### src/source/isa_pkg.sv
`default_nettype none

package isa_pkg;

    localparam int DATA_BITS = 32;
    localparam int REG_BITS  = 4;
    localparam int REG_COUNT = 16;
    localparam int IMM_BITS  = 16;
    localparam logic [DATA_BITS-1:0] INST_SIZE = 32'd4; // PC step per instruction

    // Primary opcode
    typedef enum logic [5:0] {
        OP1_ALUR = 6'b000000,
        OP1_BEQ  = 6'b001000,
        OP1_BLT  = 6'b001001,
        OP1_BLE  = 6'b001010,
        OP1_BNE  = 6'b001011,
        OP1_JAL  = 6'b001100,
        OP1_LW   = 6'b010010,
        OP1_SW   = 6'b011010,
        OP1_ADDI = 6'b100000,
        OP1_ANDI = 6'b100100,
        OP1_ORI  = 6'b100101,
        OP1_XORI = 6'b100110
    } op1_e;

    // Secondary opcode used only under ALUR
    typedef enum logic [7:0] {
        OP2_EQ   = 8'b00001000,
        OP2_LT   = 8'b00001001,
        OP2_LE   = 8'b00001010,
        OP2_NE   = 8'b00001011,
        OP2_ADD  = 8'b00100000,
        OP2_AND  = 8'b00100100,
        OP2_OR   = 8'b00100101,
        OP2_XOR  = 8'b00100110,
        OP2_SUB  = 8'b00101000,
        OP2_NAND = 8'b00101100,
        OP2_NOR  = 8'b00101101,
        OP2_NXOR = 8'b00101110,
        OP2_RSHF = 8'b00110000,
        OP2_LSHF = 8'b00110001
    } op2_e;

    typedef enum logic [1:0] {
        WB_PC  = 2'd0, // Link address
        WB_MEM = 2'd1,
        WB_ALU = 2'd2
    } wb_sel_e;

    // Second ALU operand source
    typedef enum logic [1:0] {
        ALU_REG  = 2'd0,
        ALU_IMM  = 2'd1,
        ALU_IMM4 = 2'd2
    } alu_src_e;

    typedef union packed {
        struct packed {
            op1_e                op1;
            op2_e                op2;
            logic [5:0]          spare;
            logic [REG_BITS-1:0] rd;
            logic [REG_BITS-1:0] rs;
            logic [REG_BITS-1:0] rt;
        } r;
        struct packed {
            op1_e                op1;
            logic [1:0]          spare;
            logic [IMM_BITS-1:0] imm;
            logic [REG_BITS-1:0] rs;
            logic [REG_BITS-1:0] rt;
        } i;
    } inst_t;

endpackage

`default_nettype wire

### src/source/pipe_if.sv
`timescale 1ns/1ns
`default_nettype none

// Decode to execute pipeline register
interface dec_ex_if;
    import isa_pkg::*;

    logic [DATA_BITS-1:0] pc;      // Instruction address plus 4
    op1_e                 op1;
    op2_e                 op2;
    logic [DATA_BITS-1:0] rs_val;
    logic [DATA_BITS-1:0] rt_val;
    logic [DATA_BITS-1:0] imm;     // Sign-extended
    alu_src_e             alu_src;
    logic [REG_BITS-1:0]  dst;
    logic                 reg_we;
    logic                 mem_we;
    logic                 mem_re;
    wb_sel_e              wb_sel;

    modport source (output pc, op1, op2, rs_val, rt_val, imm, alu_src,
                    dst, reg_we, mem_we, mem_re, wb_sel);
    modport sink   (input pc, op1, op2, rs_val, rt_val, imm, alu_src,
                    dst, reg_we, mem_we, mem_re, wb_sel);
endinterface

// Execute to memory pipeline register
interface ex_mem_if;
    import isa_pkg::*;

    logic [DATA_BITS-1:0] pc;
    logic [DATA_BITS-1:0] alu_out;   // Also the data address
    logic [DATA_BITS-1:0] store_val;
    logic [REG_BITS-1:0]  dst;
    logic                 reg_we;
    logic                 mem_we;
    logic                 mem_re;
    wb_sel_e              wb_sel;

    modport source  (output pc, alu_out, store_val, dst, reg_we, mem_we, mem_re, wb_sel);
    modport sink    (input pc, alu_out, store_val, dst, reg_we, mem_we, mem_re, wb_sel);
    modport monitor (input dst, reg_we); // Hazard check in decode
endinterface

`default_nettype wire

### src/source/execute_unit.sv
`timescale 1ns/1ns
`default_nettype none

module execute_unit (
    input  logic                          clk,
    input  logic                          reset,
    dec_ex_if.sink                        dx,
    ex_mem_if.source                      em,
    output logic                          redirect,
    output logic [isa_pkg::DATA_BITS-1:0] target
);
    import isa_pkg::*;

    logic signed [DATA_BITS-1:0] a;
    logic signed [DATA_BITS-1:0] b;
    logic signed [DATA_BITS-1:0] rt_s;
    logic [DATA_BITS-1:0]        imm4;
    logic [4:0]                  shamt;
    logic [DATA_BITS-1:0]        alu_out;

    assign imm4 = dx.imm << 2;
    assign a    = dx.rs_val;
    assign rt_s = dx.rt_val;

    always_comb begin
        case (dx.alu_src)
            ALU_IMM:  b = dx.imm;
            ALU_IMM4: b = imm4;
            default:  b = dx.rt_val;
        endcase
    end

    assign shamt = b[4:0];

    always_comb begin
        case (dx.op1)
            OP1_ALUR: begin
                case (dx.op2)
                    OP2_EQ:   alu_out = {{(DATA_BITS-1){1'b0}}, a == b};
                    OP2_LT:   alu_out = {{(DATA_BITS-1){1'b0}}, a < b};  // Signed
                    OP2_LE:   alu_out = {{(DATA_BITS-1){1'b0}}, a <= b};
                    OP2_NE:   alu_out = {{(DATA_BITS-1){1'b0}}, a != b};
                    OP2_ADD:  alu_out = a + b;
                    OP2_AND:  alu_out = a & b;
                    OP2_OR:   alu_out = a | b;
                    OP2_XOR:  alu_out = a ^ b;
                    OP2_SUB:  alu_out = a - b;
                    OP2_NAND: alu_out = ~(a & b);
                    OP2_NOR:  alu_out = ~(a | b);
                    OP2_NXOR: alu_out = ~(a ^ b);
                    OP2_RSHF: alu_out = a >>> shamt; // Arithmetic
                    OP2_LSHF: alu_out = a << shamt;
                    default:  alu_out = '0;
                endcase
            end
            OP1_LW, OP1_SW, OP1_ADDI: alu_out = a + b; // Address or sum
            OP1_ANDI: alu_out = a & b;
            OP1_ORI:  alu_out = a | b;
            OP1_XORI: alu_out = a ^ b;
            default:  alu_out = '0;
        endcase
    end

    // Branch resolution on signed register values
    always_comb begin
        case (dx.op1)
            OP1_BEQ: redirect = a == rt_s;
            OP1_BLT: redirect = a < rt_s;
            OP1_BLE: redirect = a <= rt_s;
            OP1_BNE: redirect = a != rt_s;
            OP1_JAL: redirect = 1'b1;
            default: redirect = 1'b0;
        endcase
    end

    assign target = (dx.op1 == OP1_JAL) ? a + b : dx.pc + imm4; // JAL base plus imm4

    always_ff @(posedge clk or posedge reset) begin
        if (reset) begin
            em.reg_we <= 1'b0;
            em.mem_we <= 1'b0;
            em.mem_re <= 1'b0;
        end else begin
            em.reg_we <= dx.reg_we;
            em.mem_we <= dx.mem_we;
            em.mem_re <= dx.mem_re;
        end
    end

    always_ff @(posedge clk) begin
        em.pc        <= dx.pc;      // Link value for JAL
        em.alu_out   <= alu_out;
        em.store_val <= dx.rt_val;
        em.dst       <= dx.dst;
        em.wb_sel    <= dx.wb_sel;
    end

endmodule

`default_nettype wire

### src/flat_wrapper.sv
// flat-port wrapper written by rule: the top's interface ports become plain ports
module execute_unit_flat import isa_pkg::*;
  (clk, reset, redirect, target, dx_pc, dx_op1, dx_op2, dx_rs_val, dx_rt_val, dx_imm, dx_alu_src, dx_dst, dx_reg_we, dx_mem_we, dx_mem_re, dx_wb_sel, em_pc, em_alu_out, em_store_val, em_dst, em_reg_we, em_mem_we, em_mem_re, em_wb_sel);
  dec_ex_if dx_i ();
  ex_mem_if em_i ();
  input  logic clk;
  input  logic reset;
  output logic redirect;
  output logic [isa_pkg::DATA_BITS-1:0] target;
  input wire logic [$bits(dx_i.pc)-1:0] dx_pc;
  input wire logic [$bits(dx_i.op1)-1:0] dx_op1;
  input wire logic [$bits(dx_i.op2)-1:0] dx_op2;
  input wire logic [$bits(dx_i.rs_val)-1:0] dx_rs_val;
  input wire logic [$bits(dx_i.rt_val)-1:0] dx_rt_val;
  input wire logic [$bits(dx_i.imm)-1:0] dx_imm;
  input wire logic [$bits(dx_i.alu_src)-1:0] dx_alu_src;
  input wire logic [$bits(dx_i.dst)-1:0] dx_dst;
  input wire logic [$bits(dx_i.reg_we)-1:0] dx_reg_we;
  input wire logic [$bits(dx_i.mem_we)-1:0] dx_mem_we;
  input wire logic [$bits(dx_i.mem_re)-1:0] dx_mem_re;
  input wire logic [$bits(dx_i.wb_sel)-1:0] dx_wb_sel;
  output wire logic [$bits(em_i.pc)-1:0] em_pc;
  output wire logic [$bits(em_i.alu_out)-1:0] em_alu_out;
  output wire logic [$bits(em_i.store_val)-1:0] em_store_val;
  output wire logic [$bits(em_i.dst)-1:0] em_dst;
  output wire logic [$bits(em_i.reg_we)-1:0] em_reg_we;
  output wire logic [$bits(em_i.mem_we)-1:0] em_mem_we;
  output wire logic [$bits(em_i.mem_re)-1:0] em_mem_re;
  output wire logic [$bits(em_i.wb_sel)-1:0] em_wb_sel;
  assign dx_i.pc = dx_pc;
  assign dx_i.op1 = dx_op1;
  assign dx_i.op2 = dx_op2;
  assign dx_i.rs_val = dx_rs_val;
  assign dx_i.rt_val = dx_rt_val;
  assign dx_i.imm = dx_imm;
  assign dx_i.alu_src = dx_alu_src;
  assign dx_i.dst = dx_dst;
  assign dx_i.reg_we = dx_reg_we;
  assign dx_i.mem_we = dx_mem_we;
  assign dx_i.mem_re = dx_mem_re;
  assign dx_i.wb_sel = dx_wb_sel;
  assign em_pc = em_i.pc;
  assign em_alu_out = em_i.alu_out;
  assign em_store_val = em_i.store_val;
  assign em_dst = em_i.dst;
  assign em_reg_we = em_i.reg_we;
  assign em_mem_we = em_i.mem_we;
  assign em_mem_re = em_i.mem_re;
  assign em_wb_sel = em_i.wb_sel;
  execute_unit u_core (.clk(clk), .reset(reset), .dx(dx_i), .em(em_i), .redirect(redirect), .target(target));
endmodule
### config.mk
export PLATFORM = sky130hd
export DESIGN_NAME = execute_unit_flat
export DESIGN_NICKNAME = d
export VERILOG_FILES = /design/src/source/isa_pkg.sv /design/src/source/pipe_if.sv /design/src/source/execute_unit.sv /design/src/flat_wrapper.sv
export SDC_FILE = /design/constraint.sdc
export NUM_CORES = 1
export LEC_CHECK = 0
export BUFFER_PORTS_ARGS = -buffer_cell sky130_fd_sc_hd__buf_2
export CORE_MARGIN = 4
export CORE_UTILIZATION = 45
export DETAILED_ROUTE_END_ITERATION = 16
export PLACE_DENSITY = 0.73
export SETUP_SLACK_MARGIN = 0.5
export SYNTH_ARGS = -nofsm -noshare
export SYNTH_HDL_FRONTEND = slang
export SYNTH_SLANG_ARGS = --single-unit
### constraint.sdc
create_clock -name clk -period 5.95 [get_ports clk]
set_input_delay 0.8925 -clock clk [delete_from_list [all_inputs] [get_ports clk]]
set_output_delay 0.8925 -clock clk [all_outputs]
set_load 0.01 [all_outputs]
==> impl_results.md <==
* Int Power at 2.01 mW
* Cells after synthesis at 2,290
* Largest fanout on the critical path at 6
* CP top delay family: compound AO/OA/AOI/OAI gates
* Max Cap Viol at 0
* Pre-antenna DRT Iters at 7
* Met1 GRT Util at 0.557
* H-tree depth at 3
* Synthesis-to-finish area growth at 20.8%
* Buffers and inverters on the worst path at 16
* Core box area at 34,500 um2
* Post-synth top flop: dfxtp_1
* Vias per Instance at 6.69
* Ranking of synthesized cells by area: dfxtp_1 (13%), ha_1 (13%), a21oi_1 (8.2%), o21ai_0 (5.4%), nand2_1 (5.3%)
* Cell Count, Final, Fillers Out at 3,030
* Row cnt at 68
* Die ar. at 38,100 um2
* Clock tree sinks at 105
* Most frequent cells in the layout: buf_2 (291), a21oi_1 (253), nand2_1 (220)
* Max-Slew Margin vs Limit at 0.313
* Post-Syn Area at 15,800 um2
* DRT iter0 DRCs at 2,871
* Final instance area at 19,000 um2
* CTS buffer count at 9
* Setup TNS Final at 0 ps
* Grt total ovfl at 0
* Arrival time at the worst endpoint at 5790 ps
* Ys Warns at 0
* Post-synthesis async set-or-reset flop share at 0.0286
* IO buf count at 292
* Logic pwr share at 0.640
* Clock power share at 0.172
* Dpl cells at 2,956
* All-Layer GR Usage at 0.414
* DRT Wirelength at 83,800 um
* Post-Route Utilization at 0.551
* Met2 usage in global routing at 0.602
* Outcome: complete, no violations
* Clock Tree Root: clkbuf_16
* Switching Share at 0.496
* Worst VDD drop at 175 uV
* Min Tclk post-route at 5510 ps
* Max clock buf depth at 2
* Hold Violations, Final at 0
* Placed Area at 17,800 um2
* HPWL after detailed placement at 65,500 um
* Net Switching at 1.98 mW
* Final net count at 2,888
* Post-DRT Antenna Nets at 0
* Type of the tightest min-delay check: input pin to asynchronous set/reset pin
* Crit Path Class: input pin to register
* Met3 Track Usage GR at 0.133
* Peak Freq at 181 MHz
* Horiz. Die Dim at 195 um
* Net Count, Synth at 2,610
* RSZ-0062 raised after global routing: true
* CP most frequent cell: buf_4
* P per Cell Area at 210 nW/um2
* CTS tree: built
* Slowest cell on crit path: a2111oi_4
* Area of the multi-input gates at 12,800 um2
* CP Launch Type: input pin
* Register area at 2120 um2
* Post-synth EDFFs at 0
* I/O pin cnt at 293
* Synth area leader: dfxtp_1
* Post-synthesis sequential area ratio at 0.134
* Final Setup Violations at 0
* Power Total at 4.00 mW
* Initial Util at 0.456
* Global-route wire length before repair at 121,000 um
* Synth Area per Inst at 6.88 um2
* Filler Cells Inserted at 3,454
* Pin count of the biggest net entering global routing at 63
* Number of global-route vias before repair at 19,100
* Clock-pin slew on the worst setup and hold paths at 90 ps
* Required @ worst endpoint at 6230 ps
* Initial antenna violation count at 2
* Seq cells post-synth at 105
* DRC viols at 0
* Leak pwr at 8.68 nW
* Commonest non-fill, non-tap cell in the layout: buf_2
* Layout cell share with drive strength beyond 1 at 0.219
* Crit-path max cell delay at 360 ps
* Post-synth top area share at 0.130
* Avg WL per Cell at 27.7 um
* Max-slew violations at 0
* Placer congestion estimate at 1.09
* Nature of the critical path endpoint: register
* Height of the die at 195 um
* Period utilisation layout at 0.926
* Slew @ Worst Pin at 1030 ps
* Sequential share of power at 0.189
* Gr busiest metal: met2
* Synth cell types at 92
* Via count at 20,300
[power by group through the flow]
| stage | Combinational (mW) | Sequential (mW) | Clock [mW] |
|---|---|---|---|
| floorplan | 1.42 | 0.795 | 0 |
| global placement | 2.24 | 0.769 | 0 |
| detailed placement | 2.24 | 0.770 | 0 |
| CTS | 2.37 | 0.754 | 0.694 |
| global route | 2.68 | 0.758 | 0.716 |
| finish | 2.56 | 0.754 | 0.686 |
[layer usage]
| metal | vias to the layer above | part of all wire |
|---|---|---|
| met2 | 1524 | 0.41 |
| met3 | 297 | 0.13 |
| met5 | - | 0 |
| met1 | 9524 | 0.40 |
| met4 | 0 | 0.054 |
| li1 | 8920 | - |
[cell type report]
class | count | share of cell area
multi-input combinational | 1877 | 0.674
clock inverter | 7 | 0.00526
timing repair buffer | 434 | 0.139
inverter | 141 | 0.0279
antenna | 2 | 0.000263
tap | 455 | 0.0299
sequential | 105 | 0.111
clock buffer | 9 | 0.0118
[registers in the layout (all words and copies together) (netlist names)]
| name | flops |
|---|---|
| u_core.em.pc | 32 |
| u_core.em.mem_we | 1 |
| u_core.em.mem_re | 1 |
| u_core.em.store_val | 32 |
| u_core.em.dst | 4 |
| u_core.em.reg_we | 1 |
| u_core.em.wb_sel | 2 |
| u_core.em.alu_out | 32 |
[what timing repair did]
item                                    4_1_cts  5_1_grt
endpoints found under the setup margin        8       15
buffers inserted                             34       20
pin swaps                                    32       22
gates resized for setup                      62       45
hold buffers                                  0        0
endpoints found under the hold margin         0        0
cloned                                        2        0
[synth_stat cells, types with 6 or more instances]
library cell,instances
buf_2,31
clkbuf_1,99
o21a_1,13
and2_1,8
a21o_1,33
buf_6,6
nand2b_1,21
nor3_1,78
xor2_1,26
a221oi_1,16
mux2i_1,74
a311oi_1,7
a211oi_1,81
or3_1,10
o21ai_1,7
o221ai_1,25
a22oi_1,41
nor2_1,220
xnor2_1,65
buf_1,21
ha_1,163
nand4_1,13
o21ai_0,171
clkbuf_8,6
a221o_1,9
o22a_1,6
a31oi_1,13
nor2b_1,15
a2111oi_0,6
o21bai_1,23
nand2_1,221
o211ai_1,21
o2111ai_1,10
nor4_1,14
inv_1,136
dfxtp_1,102
a21oi_1,259
o31ai_1,19
and3_1,16
nand3_1,39
o22ai_1,44
a211o_1,9
[worst max path at each step]
stage	end	slack [ps]	cells after the start	start
6_report	u_core.em.alu_out[31]$_DFF_P_	440	30	dx_alu_src[1]
5_1_grt	u_core.em.alu_out[31]$_DFF_P_	370	30	dx_alu_src[1]
4_1_cts	target[31]	500	19	dx_alu_src[1]
3_5_place_dp	target[31]	210	19	dx_alu_src[1]
3_3_place_gp	target[31]	300	19	dx_alu_src[1]
2_1_floorplan	target[31]	510	21	dx_alu_src[0]
[cell families after synthesis]
kind of cell	count (synthesis)	synth area share
AO/OA/AOI/OAI	860	0.352
AND/OR/NAND/NOR	679	0.193
buffers and inverters	308	0.0835
adder cells (fa/ha/maj)	165	0.132
flip-flops	105	0.134
XOR/XNOR	91	0.0506
multiplexers	82	0.0543
[metrics by stage]
stage | hold slack [ps] | setup slack (ps)
finish | 343 | 439
CTS | 335 | 496
global placement | 757 | 296
detailed placement | 759 | 212
global route | 351 | 372
floorplan | 646 | 512
Power figures use the tool's default switching activity.
