## src/source/isa_pkg.sv

```systemverilog
`default_nettype none

package isa_pkg;

    localparam int DATA_BITS = 32;
    localparam int REG_BITS  = 4;
    localparam int REG_COUNT = 16;
    localparam int IMM_BITS  = 16;
    localparam logic [DATA_BITS-1:0] INST_SIZE = 32'd4; // PC step per instruction

    // Primary opcode
    typedef enum logic [5:0] {
        OP1_ALUR = 6'b000000,
        OP1_BEQ  = 6'b001000,
        OP1_BLT  = 6'b001001,
        OP1_BLE  = 6'b001010,
        OP1_BNE  = 6'b001011,
        OP1_JAL  = 6'b001100,
        OP1_LW   = 6'b010010,
        OP1_SW   = 6'b011010,
        OP1_ADDI = 6'b100000,
        OP1_ANDI = 6'b100100,
        OP1_ORI  = 6'b100101,
        OP1_XORI = 6'b100110
    } op1_e;

    // Secondary opcode used only under ALUR
    typedef enum logic [7:0] {
        OP2_EQ   = 8'b00001000,
        OP2_LT   = 8'b00001001,
        OP2_LE   = 8'b00001010,
        OP2_NE   = 8'b00001011,
        OP2_ADD  = 8'b00100000,
        OP2_AND  = 8'b00100100,
        OP2_OR   = 8'b00100101,
        OP2_XOR  = 8'b00100110,
        OP2_SUB  = 8'b00101000,
        OP2_NAND = 8'b00101100,
        OP2_NOR  = 8'b00101101,
        OP2_NXOR = 8'b00101110,
        OP2_RSHF = 8'b00110000,
        OP2_LSHF = 8'b00110001
    } op2_e;

    typedef enum logic [1:0] {
        WB_PC  = 2'd0, // Link address
        WB_MEM = 2'd1,
        WB_ALU = 2'd2
    } wb_sel_e;

    // Second ALU operand source
    typedef enum logic [1:0] {
        ALU_REG  = 2'd0,
        ALU_IMM  = 2'd1,
        ALU_IMM4 = 2'd2
    } alu_src_e;

    typedef union packed {
        struct packed {
            op1_e                op1;
            op2_e                op2;
            logic [5:0]          spare;
            logic [REG_BITS-1:0] rd;
            logic [REG_BITS-1:0] rs;
            logic [REG_BITS-1:0] rt;
        } r;
        struct packed {
            op1_e                op1;
            logic [1:0]          spare;
            logic [IMM_BITS-1:0] imm;
            logic [REG_BITS-1:0] rs;
            logic [REG_BITS-1:0] rt;
        } i;
    } inst_t;

endpackage

`default_nettype wire

```

## src/source/pipe_if.sv

```systemverilog
`timescale 1ns/1ns
`default_nettype none

// Decode to execute pipeline register
interface dec_ex_if;
    import isa_pkg::*;

    logic [DATA_BITS-1:0] pc;      // Instruction address plus 4
    op1_e                 op1;
    op2_e                 op2;
    logic [DATA_BITS-1:0] rs_val;
    logic [DATA_BITS-1:0] rt_val;
    logic [DATA_BITS-1:0] imm;     // Sign-extended
    alu_src_e             alu_src;
    logic [REG_BITS-1:0]  dst;
    logic                 reg_we;
    logic                 mem_we;
    logic                 mem_re;
    wb_sel_e              wb_sel;

    modport source (output pc, op1, op2, rs_val, rt_val, imm, alu_src,
                    dst, reg_we, mem_we, mem_re, wb_sel);
    modport sink   (input pc, op1, op2, rs_val, rt_val, imm, alu_src,
                    dst, reg_we, mem_we, mem_re, wb_sel);
endinterface

// Execute to memory pipeline register
interface ex_mem_if;
    import isa_pkg::*;

    logic [DATA_BITS-1:0] pc;
    logic [DATA_BITS-1:0] alu_out;   // Also the data address
    logic [DATA_BITS-1:0] store_val;
    logic [REG_BITS-1:0]  dst;
    logic                 reg_we;
    logic                 mem_we;
    logic                 mem_re;
    wb_sel_e              wb_sel;

    modport source  (output pc, alu_out, store_val, dst, reg_we, mem_we, mem_re, wb_sel);
    modport sink    (input pc, alu_out, store_val, dst, reg_we, mem_we, mem_re, wb_sel);
    modport monitor (input dst, reg_we); // Hazard check in decode
endinterface

`default_nettype wire

```

## src/source/decode_unit.sv

```systemverilog
`timescale 1ns/1ns
`default_nettype none

module decode_unit (
    input  logic                          clk,
    input  logic                          reset,
    input  isa_pkg::inst_t                inst,
    input  logic [isa_pkg::DATA_BITS-1:0] pc_next,
    input  logic                          valid,
    input  logic                          redirect,
    input  logic                          wb_we,
    input  logic [isa_pkg::REG_BITS-1:0]  wb_dst,
    input  logic [isa_pkg::DATA_BITS-1:0] wb_data,
    ex_mem_if.monitor                     em,
    dec_ex_if.source                      dx,
    output logic                          stall
);
    import isa_pkg::*;

    logic [DATA_BITS-1:0] regs [REG_COUNT];

    op1_e                 op1;
    logic [REG_BITS-1:0]  rd;
    logic [REG_BITS-1:0]  rs;
    logic [REG_BITS-1:0]  rt;
    logic [IMM_BITS-1:0]  imm;
    logic [DATA_BITS-1:0] rs_val;
    logic [DATA_BITS-1:0] rt_val;

    logic                 reg_we;
    logic                 mem_we;
    logic                 mem_re;
    logic                 uses_rt;
    logic                 dst_rd;
    alu_src_e             alu_src;
    wb_sel_e              wb_sel;
    logic [REG_BITS-1:0]  dst;

    logic                 hazard_rs;
    logic                 hazard_rt;
    logic                 bubble;

    // Register view for opcode and register numbers, immediate view for imm
    assign op1 = inst.r.op1;
    assign rd  = inst.r.rd;
    assign rs  = inst.r.rs;
    assign rt  = inst.r.rt;
    assign imm = inst.i.imm;

    always_comb begin
        reg_we  = 1'b0;
        mem_we  = 1'b0;
        mem_re  = 1'b0;
        uses_rt = 1'b0;
        dst_rd  = 1'b0;
        alu_src = ALU_IMM;
        wb_sel  = WB_ALU;
        case (op1)
            OP1_ALUR: begin
                reg_we  = 1'b1;
                uses_rt = 1'b1;
                dst_rd  = 1'b1;
                alu_src = ALU_REG;
            end
            OP1_BEQ, OP1_BLT, OP1_BLE, OP1_BNE: begin
                uses_rt = 1'b1; // Compare rs with rt
                alu_src = ALU_REG;
            end
            OP1_JAL: begin
                reg_we  = 1'b1;
                alu_src = ALU_IMM4;
                wb_sel  = WB_PC;
            end
            OP1_LW: begin
                reg_we = 1'b1;
                mem_re = 1'b1;
                wb_sel = WB_MEM;
            end
            OP1_SW: begin
                mem_we  = 1'b1;
                uses_rt = 1'b1; // Store data
            end
            OP1_ADDI, OP1_ANDI, OP1_ORI, OP1_XORI:
                reg_we = 1'b1;
            default: ;          // Unknown opcode runs as a no-op
        endcase
    end

    assign dst = dst_rd ? rd : rt;

    always_ff @(posedge clk) begin
        if (wb_we)
            regs[wb_dst] <= wb_data;
    end

    // Same-cycle write-back is forwarded to the read
    assign rs_val = (wb_we && wb_dst == rs) ? wb_data : regs[rs];
    assign rt_val = (wb_we && wb_dst == rt) ? wb_data : regs[rt];

    // RAW against execute and memory stages
    assign hazard_rs = (dx.reg_we && dx.dst == rs) || (em.reg_we && em.dst == rs);
    assign hazard_rt = uses_rt &&
                       ((dx.reg_we && dx.dst == rt) || (em.reg_we && em.dst == rt));
    assign stall     = valid && (hazard_rs || hazard_rt);
    assign bubble    = stall || redirect || !valid;

    always_ff @(posedge clk or posedge reset) begin
        if (reset) begin
            dx.op1    <= OP1_ALUR;
            dx.reg_we <= 1'b0;
            dx.mem_we <= 1'b0;
            dx.mem_re <= 1'b0;
        end else begin
            dx.op1    <= bubble ? OP1_ALUR : op1; // Keeps execute from branching
            dx.reg_we <= reg_we && !bubble;
            dx.mem_we <= mem_we && !bubble;
            dx.mem_re <= mem_re && !bubble;
        end
    end

    always_ff @(posedge clk) begin
        dx.pc      <= pc_next;
        dx.op2     <= inst.r.op2;
        dx.rs_val  <= rs_val;
        dx.rt_val  <= rt_val;
        dx.imm     <= {{(DATA_BITS-IMM_BITS){imm[IMM_BITS-1]}}, imm};
        dx.alu_src <= alu_src;
        dx.dst     <= dst;
        dx.wb_sel  <= wb_sel;
    end

endmodule

`default_nettype wire

```

## src/flat_wrapper.sv

```systemverilog
// flat-port wrapper written by rule: the top's interface ports become plain ports
module decode_unit_flat import isa_pkg::*;
  (clk, reset, inst, pc_next, valid, redirect, wb_we, wb_dst, wb_data, stall, em_dst, em_reg_we, dx_pc, dx_op1, dx_op2, dx_rs_val, dx_rt_val, dx_imm, dx_alu_src, dx_dst, dx_reg_we, dx_mem_we, dx_mem_re, dx_wb_sel);
  ex_mem_if em_i ();
  dec_ex_if dx_i ();
  input  logic clk;
  input  logic reset;
  input  isa_pkg::inst_t inst;
  input  logic [isa_pkg::DATA_BITS-1:0] pc_next;
  input  logic valid;
  input  logic redirect;
  input  logic wb_we;
  input  logic [isa_pkg::REG_BITS-1:0] wb_dst;
  input  logic [isa_pkg::DATA_BITS-1:0] wb_data;
  output logic stall;
  input wire logic [$bits(em_i.dst)-1:0] em_dst;
  input wire logic [$bits(em_i.reg_we)-1:0] em_reg_we;
  output wire logic [$bits(dx_i.pc)-1:0] dx_pc;
  output wire logic [$bits(dx_i.op1)-1:0] dx_op1;
  output wire logic [$bits(dx_i.op2)-1:0] dx_op2;
  output wire logic [$bits(dx_i.rs_val)-1:0] dx_rs_val;
  output wire logic [$bits(dx_i.rt_val)-1:0] dx_rt_val;
  output wire logic [$bits(dx_i.imm)-1:0] dx_imm;
  output wire logic [$bits(dx_i.alu_src)-1:0] dx_alu_src;
  output wire logic [$bits(dx_i.dst)-1:0] dx_dst;
  output wire logic [$bits(dx_i.reg_we)-1:0] dx_reg_we;
  output wire logic [$bits(dx_i.mem_we)-1:0] dx_mem_we;
  output wire logic [$bits(dx_i.mem_re)-1:0] dx_mem_re;
  output wire logic [$bits(dx_i.wb_sel)-1:0] dx_wb_sel;
  assign em_i.dst = em_dst;
  assign em_i.reg_we = em_reg_we;
  assign dx_pc = dx_i.pc;
  assign dx_op1 = dx_i.op1;
  assign dx_op2 = dx_i.op2;
  assign dx_rs_val = dx_i.rs_val;
  assign dx_rt_val = dx_i.rt_val;
  assign dx_imm = dx_i.imm;
  assign dx_alu_src = dx_i.alu_src;
  assign dx_dst = dx_i.dst;
  assign dx_reg_we = dx_i.reg_we;
  assign dx_mem_we = dx_i.mem_we;
  assign dx_mem_re = dx_i.mem_re;
  assign dx_wb_sel = dx_i.wb_sel;
  decode_unit u_core (.clk(clk), .reset(reset), .inst(inst), .pc_next(pc_next), .valid(valid), .redirect(redirect), .wb_we(wb_we), .wb_dst(wb_dst), .wb_data(wb_data), .em(em_i), .dx(dx_i), .stall(stall));
endmodule
```

## config.mk

```make
export PLATFORM = sky130hd
export DESIGN_NAME = decode_unit_flat
export DESIGN_NICKNAME = d
export VERILOG_FILES = /design/src/source/isa_pkg.sv /design/src/source/pipe_if.sv /design/src/source/decode_unit.sv /design/src/flat_wrapper.sv
export SDC_FILE = /design/constraint.sdc
export NUM_CORES = 1
export LEC_CHECK = 0
export BUFFER_PORTS_ARGS = -buffer_cell sky130_fd_sc_hd__buf_2
export CORE_ASPECT_RATIO = 1.25
export CORE_UTILIZATION = 50
export CTS_CLUSTER_DIAMETER = 50
export DETAILED_ROUTE_END_ITERATION = 12
export PLACE_DENSITY_LB_ADDON = 0.1
export SLEW_MARGIN = 10
export SYNTH_ARGS = -nofsm -noshare
export SYNTH_HDL_FRONTEND = slang
export SYNTH_SLANG_ARGS = --single-unit
```

## constraint.sdc

```tcl
create_clock -name clk -period 2.5 [get_ports clk]
set_input_delay 0.625 -clock clk [delete_from_list [all_inputs] [get_ports clk]]
set_output_delay 0.625 -clock clk [all_outputs]
set_load 0.02 [all_outputs]
```

==> key figures, run 1 <==
Status
  • Status: complete, but fails checks
  • Violated checks: setup timing

Timing
  • Period minus WS final: 3.22 ns
  • Final Cycle Share: 1.29
  • Headroom to the max-slew limit: 0.700
  • Highest clock rate: 311 MHz
  • Slew at the pin closest to its max-slew limit: 0.448 ns
  • Final worst clock skew: 0.00710 ns
  • Setup-failing EPs final: 64
  • Slack of the critical path: -0.718 ns
  • Final Hold Viols: 0
  • Max Slew Vio Count: 0
  • Unrepaired setup endpoints after global routing: yes

Logic synthesis
  • Total of warnings raised by yosys: 0
  • Post-synthesis adder-cell area fraction: 0
  • Biggest area consumer among synthesized cells: sky130_fd_sc_hd__edfxtp_1
  • Post-Synthesis Net Count: 1202
  • Mean instance size in the synthesized netlist: 23.2 sq um
  • Main area contributors after synthesis: sky130_fd_sc_hd__edfxtp_1, sky130_fd_sc_hd__mux4_2, sky130_fd_sc_hd__dfxtp_1, sky130_fd_sc_hd__mux4_1, sky130_fd_sc_hd__buf_4
  • Multiplexer share of the synthesized area: 0.288
  • Unique masters post-synth: 33
  • Netlist area before placement: 0.0253 sq mm
  • Post-synthesis xor/xnor area fraction: 0.00450
  • Most instantiated flip-flop cell in the synthesis netlist: sky130_fd_sc_hd__edfxtp_1
  • Number of enable flip-flop cells after synthesis: 512
  • Fraction of the mapped netlist area in compound gates: 0.00287
  • Post-synthesis async set-or-reset flop share: 0.0153
  • Area share of the leading cell type in the synthesized netlist: 0.608
  • Post-synthesis instance total: 1092
  • Post-synthesis sequential area ratio: 0.669
  • Post-synthesis register bit count: 587
  • Main combinational cell family by area after synthesis: multiplexers
  • Simple-gate area share of the yosys netlist: 0.0121

Min path
  • Class of the tightest hold or removal check: input pin to flop
  • Worst min-delay path startpoint: inst[15]
  • Number of stages on the worst hold path: 1

Critical path
  • Critical Path End Type: output pin
  • Critical-path cell list: buf_12 > buf_12 > buf_12 > mux4_2 > mux4_2 > buf_2
  • Start-to-end type of the worst setup path: flop to output pin
  • Category of cells accounting for the largest share of critical-path delay: multiplexers
  • WP data required: 1.88 ns
  • Maximum fanout count along the critical path: 9
  • Reg-to-reg critical path startpoint: u_core.dx.dst[2]
  • Critical path buffer and inverter count: 4
  • Cell seen most often among critical-path stages: sky130_fd_sc_hd__buf_12
  • Cell with the biggest individual delay on the critical path: sky130_fd_sc_hd__mux4_2
  • Arr. time, crit path: 2.59 ns
  • Stages on the worst setup path: 6
  • Category of the worst setup path launch point: flop
  • Worst Reg-to-Reg Cells: 7
  • Max stage delay on crit path: 0.51 ns

GRT
  • Total track usage: 0.256
  • Via count of the first global-routing pass: 14500
  • Initial antenna violation count: 3
  • Met2 Use GR: 0.433
  • Global-route wire length before repair: 93.2 mm
  • Met3 Track Usage GR: 0.0503
  • Overflow left after global routing: 0
  • Maximum number of pins on one net before global-route repair: 39
  • Met1 global-route usage: 0.333
  • Layer with the highest usage: met2

Drt
  • Number of nets with antenna violations after detailed routing: 0
  • Routed WL: 64.4 mm
  • Initial detailed-routing violation count: 1270
  • Number of iterations in the first detailed-routing pass: 5
  • Average wire per standard cell: 29.4 microns
  • Via Count: 13500
  • Remaining design rule violation count: 0
  • DR vias/cell: 6.17

Die
  • Number of core rows: 91
  • Die area: 0.0515 sq mm
  • Standard cell core area: 0.0496 sq mm
  • Io pins: 264
  • Die width: 203 microns
  • DIE HEIGHT: 253 microns
  • Starting density of the core: 0.510

Clock tree
  • # clock sinks: 587
  • Clock transition at the register clock pins on the worst setup and hold paths after CTS: 0.06 ns
  • Clock tree from TritonCTS: built
  • Worst-case clock buffer depth: 3
  • Clock latency reported for the late side of the worst-skew pair: 0.59 ns
  • Root buffer cell: sky130_fd_sc_hd__clkbuf_16
  • Number of levels the H-tree was split into: 3
  • Total CTS buffers: 66

Pwr
  • Power Density: 725 mW/mm^2
  • LEAKAGE: 10.9 nW
  • Maximum ir drop on the vdd rail: 612 uV
  • Design Power: 22.9 mW

Placed design
  • Worst setup timing slack at the placement stage: -0.137 ns
  • Buffers on Ports: 263
  • Final Wtd Congestion: 0.791
  • Sum of net half-perimeters after detailed placement: 38.3 mm

Cells and area
  • Number of nets at the end of the flow: 1592
  • P&R area growth vs syn: 24.6%
  • Share of layout cells above drive strength 1: 0.564

Run
  • Total of max-cap violations: 0
cell families (layout without fill, tap and decap cells):
logic type / count (synthesis) / after routing
and+or+nand+nor: 62 / 62
other: 0 / 2
muxes: 324 / 324
DFF: 587 / 587
buffers and inverters: 96 / 538
AOI/OAI and AO/OA: 10 / 10
xor gates and xnor gates: 13 / 13
power by group:
group / switching, mW / total (mW) / internal (mW)
clock: 3.84 / 9.50 / 5.66
sequential: 0.115 / 11.0 / 10.9
combinational: 1.16 / 2.35 / 1.19
total: 5.12 / 22.9 / 17.7
registers in the layout (all words and copies together), names as in the netlist, named ones only:
signal             cells
u_core.regs          512
u_core.dx.pc          32
u_core.dx.imm         10
u_core.dx.op2          8
u_core.dx.op1          6
u_core.dx.dst          4
u_core.dx.alu_src      2
u_core.dx.wb_sel       2
u_core.dx.mem_re       1
u_core.dx.mem_we       1
u_core.dx.reg_we       1
area by class of cell:
class / instances / area (sq um)
antenna: 2 / 5.00
inverter: 3 / 11.3
clock inverter: 31 / 228
tap: 651 / 815
clock buffer: 89 / 1930
timing repair buffer: 415 / 3630
sequential: 587 / 17000
fill: 3430 / 18100
multi-input combinational: 409 / 7950
metrics by stage:
| stage | area, sq um | util | hold WS (ns) | setup TNS [ns] | std cells |
|---|---|---|---|---|---|
| after floorplan | 25300 | - | 0.453 | -52.44 | 1092 |
| after global placement | 28600 | 0.576 | 0.597 | -3.40 | 2023 |
| after detailed placement | 28600 | 0.576 | 0.601 | -3.79 | 2023 |
| after CTS | 31300 | 0.630 | 0.0995 | -44.87 | 2169 |
| after global routing | 31500 | 0.635 | 0.114 | -46.40 | 2185 |
| final | 31500 | 0.635 | 0.126 | -41.83 | 2187 |
routing by layer:
layer  wire [microns]  share of wire
met1            24600           0.38
met2            33100           0.51
met3             4880          0.076
met4             1730          0.027
met5               16        0.00025
layout by cell type (no fill, tap or decap), types with 12 or more instances in the layout:
master / instances
sky130_fd_sc_hd__buf_12: 63
sky130_fd_sc_hd__nor2_4: 12
sky130_fd_sc_hd__buf_6: 35
sky130_fd_sc_hd__mux4_2: 311
sky130_fd_sc_hd__dfxtp_1: 55
sky130_fd_sc_hd__xnor2_1: 12
sky130_fd_sc_hd__buf_2: 235
sky130_fd_sc_hd__clkbuf_16: 75
sky130_fd_sc_hd__edfxtp_1: 512
sky130_fd_sc_hd__buf_4: 69
worst reg2reg max path: stages (launching register included):
cell and delay [ns]:
sky130_fd_sc_hd__dfxtp_4 0.36, sky130_fd_sc_hd__xnor2_1 0.12, sky130_fd_sc_hd__nand3_1 0.11, sky130_fd_sc_hd__o22ai_2 0.10, sky130_fd_sc_hd__buf_4 0.14, sky130_fd_sc_hd__a311oi_1 0.25, sky130_fd_sc_hd__buf_4 0.19, sky130_fd_sc_hd__and3_1 0.15
cells in the mapped netlist (3+ instances only):
cell type and number:
sky130_fd_sc_hd__xnor2_1 12, sky130_fd_sc_hd__nor2b_1 4, sky130_fd_sc_hd__and2_1 7, sky130_fd_sc_hd__edfxtp_1 512, sky130_fd_sc_hd__buf_4 42, sky130_fd_sc_hd__nand2_1 9
sky130_fd_sc_hd__nor3_1 6, sky130_fd_sc_hd__nand3_1 5, sky130_fd_sc_hd__inv_1 3, sky130_fd_sc_hd__mux2_2 4, sky130_fd_sc_hd__clkbuf_1 23, sky130_fd_sc_hd__buf_1 16
sky130_fd_sc_hd__dfxtp_1 66, sky130_fd_sc_hd__nand2b_1 5, sky130_fd_sc_hd__mux4_1 12, sky130_fd_sc_hd__buf_6 8, sky130_fd_sc_hd__nor2_1 20, sky130_fd_sc_hd__dfrtp_1 9
sky130_fd_sc_hd__mux4_2 308
what timing repair did:
action	CTS	global route
cloned	6	2
setup buffers	19	15
hold buffers	1	0
pin swaps	0	6
setup endpoints to repair	65	65
hold endpoints to repair	9	0
resized for setup	68	25
path summary, 6_finish.rpt:
kind | endpoint | slack (ns)
worst max-delay path | dx_rt_val[10] | -0.72
worst min-delay path | u_core.dx.imm[7] | 0.13
worst max register to register | u_core.dx.mem_we | 1.03
worst min register to register | u_core.dx.op1[5] | 0.93
max in group asynchronous | u_core.dx.op1[2] | 1.71
min in group asynchronous | u_core.dx.op1[3] | 0.53
Note: power is estimated with default switching activity, not from simulation.
==> run 2, diff against run 1 <==
Settings changed: MAX_ROUTING_LAYER set to met4.
==> run 2 against run 1 <==
Effect of this change:
- the flow still finishes with violations (setup timing)
- global-route usage increased by 0.79 points
- routed wire length about the same
- register-to-register slack about the same
- critical endpoint unchanged
- non-clock buffer count unchanged
- fmax about the same
- via count decreased by 0.20%
- sequential power about the same
- total power about the same
- clock skew about the same
- core utilization about the same
==> key figures, run 2 (synthesis gave the netlist of run 1 again) <==
Status
  • Status: complete, but fails checks
  • Violated checks: setup timing

Pwr
  • LEAKAGE: 10.9 nW
  • Design Power: 22.9 mW
  • Power Density: 725 mW/mm^2
  • Maximum ir drop on the vdd rail: 612 uV

Timing
  • Worst hold margin: 0.130 ns
  • Setup TNS: -41.78 ns
  • Final Cycle Share: 1.29
  • Slack of the critical path: -0.721 ns
  • Headroom to the max-slew limit: 0.691
  • Unrepaired setup endpoints after global routing: yes
  • Slew at the pin closest to its max-slew limit: 0.462 ns
  • Final worst clock skew: 0.00752 ns
  • Max Slew Vio Count: 0
  • Final Hold Viols: 0
  • Highest clock rate: 310 MHz
  • Setup-failing EPs final: 64
  • Period minus WS final: 3.22 ns

Die
  • Standard cell core area: 0.0496 sq mm
  • DIE HEIGHT: 253 microns
  • Io pins: 264
  • Number of core rows: 91
  • Starting density of the core: 0.510
  • Die width: 203 microns
  • Die area: 0.0515 sq mm

Placed design
  • Final Wtd Congestion: 0.802
  • Worst setup timing slack at the placement stage: -0.137 ns
  • Sum of net half-perimeters after detailed placement: 38.3 mm
  • Placed Instance Area: 0.0286 sq mm
  • Buffers on Ports: 263
  • Total instance count after detailed placement: 2023

Drt
  • Remaining design rule violation count: 0
  • Met1 Routed Length: 25.1 mm
  • DR vias/cell: 6.16
  • Routed WL: 64.3 mm
  • Wire length on met3: 4.25 mm
  • Max layer used: met4
  • Average wire per standard cell: 29.4 microns
  • Via Count: 13500
  • Number of iterations in the first detailed-routing pass: 5
  • Initial detailed-routing violation count: 1243
  • Number of nets with antenna violations after detailed routing: 0
  • Met2 layer wire length in the routed design: 33.2 mm

Cells and area
  • Regs by FF count: u_core.regs x512, u_core.dx.pc x32, u_core.dx.imm x10
  • Post-route non-filler standard cell count: 2188
  • Number of nets at the end of the flow: 1592
  • Final design instance area without fill: 0.0315 sq mm
  • P&R area growth vs syn: 24.7%
  • Commonest cells after routing, fill and taps aside: sky130_fd_sc_hd__edfxtp_1, sky130_fd_sc_hd__mux4_2, sky130_fd_sc_hd__buf_2
  • Share of layout cells above drive strength 1: 0.564
  • Post-route core utilization: 0.635
  • Register with the most flip-flops: u_core.regs
  • Commonest non-fill, non-tap cell in the layout: sky130_fd_sc_hd__edfxtp_1
  • Max reg flops: 512

Critical path
  • Start-to-end type of the worst setup path: flop to output pin
  • Critical Path End Type: output pin
  • Cell with the biggest individual delay on the critical path: sky130_fd_sc_hd__mux4_2
  • Category of the worst setup path launch point: flop
  • WP data required: 1.88 ns
  • Cell seen most often among critical-path stages: sky130_fd_sc_hd__buf_12
  • Reg-to-reg critical path startpoint: u_core.dx.dst[2]
  • Arr. time, crit path: 2.60 ns
  • Max stage delay on crit path: 0.51 ns
  • Critical-path cell list: buf_12 > buf_12 > buf_12 > mux4_2 > mux4_2 > buf_2
  • Maximum fanout count along the critical path: 9

GRT
  • Maximum number of pins on one net before global-route repair: 39
  • Initial antenna violation count: 3
  • Overflow left after global routing: 0
  • Total track usage: 0.264
  • Via count of the first global-routing pass: 14500
  • Global-route wire length before repair: 93.2 mm

Clock tree
  • Worst-case clock buffer depth: 3
  • Root buffer cell: sky130_fd_sc_hd__clkbuf_16
  • Clock transition at the register clock pins on the worst setup and hold paths after CTS: 0.06 ns
  • Total CTS buffers: 66
  • # clock sinks: 587
  • Number of levels the H-tree was split into: 3
  • Clock latency reported for the late side of the worst-skew pair: 0.59 ns
  • Clock tree from TritonCTS: built

Run
  • Total of max-cap violations: 0

Min path
  • Worst min-delay path startpoint: inst[15]
  • Class of the tightest hold or removal check: input pin to flop
-- run 2: cell type report --
type	count	area, sq um
tap	651	815
timing repair buffer	415	3640
fill	3429	18100
multi-input combinational	409	7950
clock buffer	89	1930
clock inverter	31	228
antenna	3	7.51
sequential	587	17000
inverter	3	11.3
-- run 2: final timing paths --
| path | endpoint | slack [ns] | depth (start not counted) |
|---|---|---|---|
| setup / recovery | dx_rt_val[10] | -0.72 | 6 |
| hold / removal | u_core.dx.imm[7] | 0.13 | 1 |
| setup reg to reg | u_core.dx.mem_we | 1.04 | 7 |
| hold reg to reg | u_core.dx.op1[5] | 0.93 | 5 |
| max in group asynchronous | u_core.dx.op1[2] | 1.70 | 3 |
| min in group asynchronous | u_core.dx.op1[3] | 0.53 | 3 |
-- run 2: power breakdown --
part	internal (mW)	switching (mW)	total, mW
logic	1.19	1.16	2.35
clock network	5.66	3.85	9.51
registers	10.9	0.114	11.0
total	17.7	5.13	22.9
-- run 2: timing repair --
item | CTS | global route
pin swaps | 0 | 6
hold endpoints to repair | 9 | 0
hold buffers | 1 | 0
gates cloned | 6 | 2
gates resized for setup | 68 | 28
setup endpoints to repair | 65 | 65
setup buffers | 19 | 15
-- run 2: metal layers --
| metal | vias to the layer above | track usage |
|---|---|---|
| met5 | - | - |
| met4 | 0 | 0.0902 |
| met3 | 119 | 0.0473 |
| met2 | 599 | 0.432 |
| met1 | 7154 | 0.336 |
| li1 | 5598 | - |
-- run 2: worst max-delay path, delay by kind of cell, from the launching register on --
family / cells / cell delay [ns]
flip-flops: 1 / 0.37
multiplexers: 2 / 1.01
buffers and inverters: 4 / 0.62
